`src/source/firPackage.sv`:
```
//////////////////////////////////////////////////
// Shared definitions for the 20-tap FIR filter.
// Holds the tap count, the datapath widths, the fixed
// coefficient table and the sample and result beats.
// Every RTL file and the testbench import from here.
//////////////////////////////////////////////////

package firPackage;

	// Number of taps in the filter.
	// The coefficient table below fixes this value.
	localparam int tapCount = 20;

	// Input samples are 8-bit two's complement values.
	localparam int sampleWidth = 8;

	// Coefficients are 8-bit two's complement values.
	localparam int coeffWidth = 8;

	// One product of a sample and a coefficient needs the sum of both widths.
	localparam int productWidth = sampleWidth + coeffWidth;

	// Twenty terms need five guard bits above the product width.
	// The sum therefore never overflows.
	localparam int resultWidth = productWidth + 5;

	// Width of the loader's table index.
	// It covers entries 0 to tapCount-1.
	localparam int coeffIndexWidth = 5;

	// The fixed coefficient table, entry 0 first.
	// Entry k multiplies the sample that is k steps old.
	localparam logic signed [coeffWidth-1:0] coeffTable [tapCount] = '{
		8'sd34,  8'sd34,  8'sd0,   8'sd49,  8'sd125,
		-8'sd77, -8'sd51, 8'sd8,   8'sd98,  8'sd109,
		-8'sd91, -8'sd3,  8'sd9,   8'sd1,   8'sd59,
		8'sd75,  8'sd19,  8'sd58,  -8'sd97, 8'sd10
	};

	// One input sample with its strobe.
	// The data field only has meaning while valid is high.
	typedef struct packed {
		logic                          valid;
		logic signed [sampleWidth-1:0] data;
	} sampleBeat;

	// One filter result at full precision with its strobe.
	// No rounding or saturation is applied to the data field.
	typedef struct packed {
		logic                          valid;
		logic signed [resultWidth-1:0] data;
	} resultBeat;

endpackage

```
`src/source/firCoeffLoader.sv`:
```
//////////////////////////////////////////////////
// Coefficient loader for the FIR filter.
// While loadEnable is held high it streams the fixed
// table, one entry per clock, then raises coeffReady.
//////////////////////////////////////////////////

module firCoeffLoader (
	input  logic                                      clock,
	input  logic                                      rst,
	input  logic                                      loadEnable,
	output logic                                      coeffValid,
	output logic signed [firPackage::coeffWidth-1:0]  coeffOut,
	output logic                                      coeffReady
);

	import firPackage::*;

	// Index of the next table entry to send.
	// It stops on the last entry once the table has gone out.
	logic [coeffIndexWidth-1:0] coeffIndex;

	// Index of the final table entry, sized to match the counter.
	localparam logic [coeffIndexWidth-1:0] lastIndex = coeffIndexWidth'(tapCount - 1);

	// Control state of the loader.
	// A low enable restarts the whole sequence from entry 0.
	always_ff @(posedge clock) begin
		if (rst) begin
			coeffIndex <= '0;
			coeffValid <= 1'b0;
			coeffReady <= 1'b0;
		end else if (!loadEnable) begin
			coeffIndex <= '0;
			coeffValid <= 1'b0;
			coeffReady <= 1'b0;
		end else if (!coeffReady) begin
			// Still streaming, so every edge sends one entry.
			coeffValid <= 1'b1;
			if (coeffIndex == lastIndex) begin
				// The last entry goes out on this edge.
				// Ready rises together with it.
				coeffReady <= 1'b1;
			end else begin
				coeffIndex <= coeffIndex + 1'b1;
			end
		end else begin
			// The table is complete.
			// Ready holds while the enable stays high.
			coeffValid <= 1'b0;
		end
	end

	// The coefficient word itself.
	// It is only read by the bank while coeffValid is high.
	always_ff @(posedge clock) begin
		if (loadEnable && !coeffReady) begin
			coeffOut <= coeffTable[coeffIndex];
		end
	end

	// Once ready has been up for a full cycle, no further words may be pushed.
	// An extra push would shift the bank and misalign every tap.
	assert property (@(posedge clock) disable iff (rst)
		($past(coeffReady) && coeffReady) |-> !coeffValid)
		else $error("coefficient pushed after the table was complete");

endmodule

```
`src/source/firFilterTop.sv`:
```
//////////////////////////////////////////////////
// Top level of the 20-tap FIR filter.
// Hold loadEnable high until coeffReady rises, then
// drive strobed samples; each result follows 3 edges
// later on filterOut.
//////////////////////////////////////////////////

module firFilterTop (
	input  logic                  clock,
	input  logic                  rst,
	input  logic                  loadEnable,
	input  firPackage::sampleBeat sampleIn,
	output logic                  coeffReady,
	output firPackage::resultBeat filterOut
);

	import firPackage::*;

	// Loader to bank.
	logic                         coeffValid;
	logic signed [coeffWidth-1:0] coeffOut;

	// Input beat after the readiness gate.
	sampleBeat gatedSample;

	// Sample line to product stage.
	logic [tapCount-1:0][sampleWidth-1:0] taps;
	logic                                 lineStrobe;

	// Samples are only accepted while the bank is complete.
	// Anything arriving earlier is dropped here and never reaches the line.
	assign gatedSample.valid = sampleIn.valid & coeffReady;
	assign gatedSample.data  = sampleIn.data;

	firCoeffLoader loader (
		.clock      (clock),
		.rst        (rst),
		.loadEnable (loadEnable),
		.coeffValid (coeffValid),
		.coeffOut   (coeffOut),
		.coeffReady (coeffReady)
	);

	firSampleLine sampleLine (
		.clock      (clock),
		.rst        (rst),
		.sampleIn   (gatedSample),
		.taps       (taps),
		.lineStrobe (lineStrobe)
	);

	firProductSum productSum (
		.clock      (clock),
		.rst        (rst),
		.coeffValid (coeffValid),
		.coeffIn    (coeffOut),
		.taps       (taps),
		.lineStrobe (lineStrobe),
		.filterOut  (filterOut)
	);

	// An accepted sample leaves the filter exactly three edges later.
	assert property (@(posedge clock) disable iff (rst)
		gatedSample.valid |=> ##2 filterOut.valid)
		else $error("accepted sample produced no result after three edges");

endmodule

```
`src/source/firProductSum.sv`:
```
//////////////////////////////////////////////////
// Coefficient bank and two-stage multiply-add pipeline.
// Coefficients shift into the bank while coeffValid is
// high. Each lineStrobe registers twenty products, and
// the next cycle registers their sum as filterOut.
//////////////////////////////////////////////////

module firProductSum (
	input  logic                                                         clock,
	input  logic                                                         rst,
	input  logic                                                         coeffValid,
	input  logic signed [firPackage::coeffWidth-1:0]                     coeffIn,
	input  logic [firPackage::tapCount-1:0][firPackage::sampleWidth-1:0] taps,
	input  logic                                                         lineStrobe,
	output firPackage::resultBeat                                        filterOut
);

	import firPackage::*;

	// The coefficient bank.
	// New words enter at the top and move down one place per push.
	// After tapCount pushes, position k holds table entry k.
	logic [tapCount-1:0][coeffWidth-1:0] coeffBank;

	// Registered products, one per tap.
	logic signed [productWidth-1:0] products [tapCount];

	// Strobe that travels with the products.
	logic productValid;

	// Combinational sum of all products at full precision.
	logic signed [resultWidth-1:0] productTotal;

	// Bank fill.
	// The bank only moves while the loader pushes words.
	always_ff @(posedge clock) begin
		if (rst) begin
			coeffBank <= '0;
		end else if (coeffValid) begin
			coeffBank <= {coeffIn, coeffBank[tapCount-1:1]};
		end
	end

	// First pipeline stage.
	// Packed array elements are unsigned, so both operands are cast back
	// to signed before the multiply.
	always_ff @(posedge clock) begin
		if (lineStrobe) begin
			for (int k = 0; k < tapCount; k++) begin
				products[k] <= $signed(taps[k]) * $signed(coeffBank[k]);
			end
		end
	end

	// The strobe of the first stage.
	always_ff @(posedge clock) begin
		if (rst) begin
			productValid <= 1'b0;
		end else begin
			productValid <= lineStrobe;
		end
	end

	// Adder tree over the products.
	// Each term is sign extended to the result width before it is added.
	always_comb begin
		productTotal = '0;
		for (int k = 0; k < tapCount; k++) begin
			productTotal = productTotal + products[k];
		end
	end

	// Second pipeline stage.
	// The data field is payload and only the strobe is reset.
	always_ff @(posedge clock) begin
		if (rst) begin
			filterOut.valid <= 1'b0;
		end else begin
			filterOut.valid <= productValid;
		end
	end

	always_ff @(posedge clock) begin
		if (productValid) begin
			filterOut.data <= productTotal;
		end
	end

	// Every new set of taps yields exactly one result two cycles later.
	assert property (@(posedge clock) disable iff (rst)
		filterOut.valid == $past(lineStrobe, 2))
		else $error("filter output strobe out of step with the sample line");

endmodule

```
`src/source/firSampleLine.sv`:
```
//////////////////////////////////////////////////
// Delay line of accepted input samples.
// Each valid beat shifts a new sample into tap 0 and
// raises lineStrobe for one cycle.
//////////////////////////////////////////////////

module firSampleLine (
	input  logic                                                         clock,
	input  logic                                                         rst,
	input  firPackage::sampleBeat                                        sampleIn,
	output logic [firPackage::tapCount-1:0][firPackage::sampleWidth-1:0] taps,
	output logic                                                         lineStrobe
);

	import firPackage::*;

	// The shift register.
	// Tap 0 holds the newest sample and tap tapCount-1 the oldest one.
	// The line only moves on a valid beat, so gaps in the input stream
	// do not age the history.
	always_ff @(posedge clock) begin
		if (rst) begin
			taps <= '0;
		end else if (sampleIn.valid) begin
			taps <= {taps[tapCount-2:0], sampleIn.data};
		end
	end

	// Tells the product stage that the taps changed on this edge.
	// It is high for one cycle per accepted sample.
	always_ff @(posedge clock) begin
		if (rst) begin
			lineStrobe <= 1'b0;
		end else begin
			lineStrobe <= sampleIn.valid;
		end
	end

	// Every accepted sample must show up in tap 0 on the next cycle,
	// with the strobe marking exactly that cycle.
	assert property (@(posedge clock) disable iff (rst)
		sampleIn.valid |=> (lineStrobe && taps[0] == $past(sampleIn.data)))
		else $error("accepted sample missing from tap 0");

endmodule

```
`config.mk`:
```
export PLATFORM = sky130hd
export DESIGN_NAME = firFilterTop
export DESIGN_NICKNAME = d
export VERILOG_FILES = /design/src/source/firPackage.sv /design/src/source/firCoeffLoader.sv /design/src/source/firFilterTop.sv /design/src/source/firProductSum.sv /design/src/source/firSampleLine.sv
export SDC_FILE = /design/constraint.sdc
export NUM_CORES = 2
export LEC_CHECK = 0
export CAP_MARGIN = 20
export CORE_UTILIZATION = 35
export DETAILED_ROUTE_END_ITERATION = 10
export DONT_BUFFER_PORTS = 1
export RECOVER_POWER = 100
export SLEW_MARGIN = 5
export SYNTH_ARGS = -nofsm -noshare
export SYNTH_HDL_FRONTEND = slang
export SYNTH_SLANG_ARGS = --single-unit
```
`constraint.sdc`:
```
create_clock -name clock -period 9.9 [get_ports clock]
set_clock_uncertainty 0.15 [all_clocks]
set_input_delay 1.98 -clock clock [delete_from_list [all_inputs] [get_ports clock]]
set_output_delay 1.98 -clock clock [all_outputs]
set_load 0.02 [all_outputs]
```
==> summary.txt <==
Final non-filler cell total - 11000
Period minus WS final - 8.19 ns
Reg clk slew, reported paths - 0.06 ns
Fmax - 122 MHz
Syn Nets - 10100
Largest net degree at the start of global routing - 325
P_int - 0.00484 W
CP Launch Type - flip-flop
Post-CTS Hold Fix Bufs - 0
FFs w/ async S/R, synth - 0%
Cell variety after synth - 67
Post-route DRC - 0
WL per Instance - 18.2 um
Deepest clock path buffer count - 3
Count of final max-slew check failures - 795
Critical path class - reg -> reg
First-pass GRT wire length - 321000 um
CP required - 10.28 ns
Seq pwr share - 47.0%
Core Region - 228000 sq um
Critical Path End Type - flip-flop
WL final - 199000 um
First-pass DRT Iterations - 5
Mapped cell area - 80300 sq um
Max-slew headroom - -190%
Worst r2r src - loader.coeffValid
Worst-Margin Slew - 4.34 ns
Post-CTS Setup Inserts - 0
Area grow syn2layout - 6.72%
Num CTS Buffers - 85
Syn Area/Cell - 9.91 sq um
Via count of the first global-routing pass - 56400
Port buffer count - 0
Failing checks - capacitance limit, slew limit
HP Start - loader.coeffOut[0]
Worst IR Drop VDD - 0.111 mV
Die Ht - 481 um
Most frequent cells in the layout - 1721 x inv_1, 1389 x fa_1, 745 x nand2_1
Synth Instances - 8101
FP Rows - 175
Origin of the worst setup path - loader.coeffValid
Via count - 52800
Antenna viol nets, final - 0
Synth Warn # - 0
Die area - 231000 sq um
Switching portion of total power - 22.8%
GRT Total Usage - 17.8%
1st-iter DRT viols - 3142
Status - finished, violations left
Final nets - 9911
Clock Power Share - 52.0%
LEAKAGE - 37.0 nW
Fin. Hold Viols - 0
Initial Util - 35.2%
Clk Latency, worst-skew pair - 0.73 ns
Pwr Total - 0.00627 W
Via density - 4.81
Root Driver - clkbuf_16
Clock sink count - 679
Setup TNS - 0 ns
RD Place Congestion - 0.922
Arrival time at the worst endpoint - 8.57 ns
Share of layout cells above drive strength 1 - 1.99%
Crit-path max FO - 45
H-tree depth - 3
Worst hold-check path type - reg -> reg
Synthesized flop and latch total - 679
Register area share after synthesis - 21.3%
Ys flop type - edfxtp_1
Sw power - 0.00143 W
Initial antenna violation count - 8
Pwr Density - 73.2 nW/um^2
Unrepaired setup endpoints after global routing - no
Placed insts - 10800
Gate power share - 1.0%
Period utilization - 82.8%
Commonest non-fill, non-tap cell in the layout - inv_1
TritonCTS clock tree - yes
Max cap viols - 16
EDFF count, synth - 349
Total congestion overflow - 0
Final hold slack - 0.337 ns
Final setup fails - 0
Die width - 481 um
Post-CTS sizing - 0
Io pins - 35
Final HPWL DP - 157000 um
## path summary, 6_finish.rpt
| check | slack [ns] | cells after the start | end |
|---|---|---|---|
| max | 1.71 | 4 | productSum.coeffBank[94] |
| min | 0.34 | 2 | productSum.coeffBank[152] |
| max reg2reg | 1.71 | 4 | productSum.coeffBank[94] |
| min reg2reg | 0.34 | 2 | productSum.coeffBank[152] |
## flip-flops by register name (all words and copies together), names as in the netlist, 5 cells and up
signal and flops:
productSum.products 320, loader.coeffIndex 5, loader.coeffOut 8, productSum.coeffBank 160, productSum.filterOut 22, sampleLine.taps 160
## per-layer routing
metal,GRT usage [%],wire (um),vias up
li1,-,-,24300
met1,23.7,86400,27100
met2,29.5,94700,1062
met3,2.72,11100,238
met4,6.01,6890,2
met5,0.580,190,-
## synth_stat cells, types with 122 or more instances
cell | instances | area share [%]
clkbuf_1 | 295 | 1.4
edfxtp_1 | 349 | 13
mux2i_1 | 165 | 2.1
dfxtp_1 | 330 | 8.2
inv_1 | 1721 | 8.0
a21oi_1 | 305 | 1.9
and2_1 | 778 | 6.1
xnor2_1 | 311 | 3.4
o21ai_0 | 122 | 0.76
nor2_1 | 305 | 1.4
nand2b_1 | 148 | 1.2
ha_1 | 628 | 9.8
nand2_1 | 745 | 3.5
fa_1 | 1389 | 35
## worst max-delay path, cell delays in order, from the launching register on
cell and delay, ns:
dfxtp_1 2.12, clkbuf_1 2.27, clkbuf_1 2.84, mux2i_1 0.39, nor2_1 0.07
## cell families after synthesis
logic type               after synthesis  share of synthesized area, %
AND/OR/NAND/NOR                     2169                          13.6
buffers and inverters               2039                          9.56
adder cells (fa/ha/maj)             2017                          44.4
AO/OA/AOI/OAI                        680                          5.20
flip-flops                           679                          21.3
XOR/XNOR                             348                          3.80
multiplexers                         169                          2.11
## per-stage QoR
stage                     worst slack (ns)  util [%]  instance area (sq um)
final                                 1.71      37.6                  85600
after global routing                  1.23      37.6                  85600
after CTS                             2.13      37.7                  85800
after detailed placement              2.16      36.4                  82900
after global placement                2.14      36.4                  82900
after floorplan                       1.74         -                  80300
## final cells by class
cell class	count	area, sq um
clock inverters	55	586
repair buffers	12	48.8
diodes	5	12.5
clock buffers	105	2270
inverters	1721	6460
well taps	3009	3760
flip-flops and latches	679	17100
multi-input cells	5383	55400
fillers	22600	142000
## power groups by stage
stage,clock [W],sequential (W),combinational (W)
2_1_floorplan,0,0.00300,0.0000677
3_3_place_gp,0,0.00301,0.0000559
3_5_place_dp,0,0.00301,0.0000566
4_1_cts,0.00333,0.00295,0.0000569
5_1_grt,0.00343,0.00295,0.0000679
6_report,0.00326,0.00295,0.0000625
No activity file was read; power rests on OpenSTA's default activity.
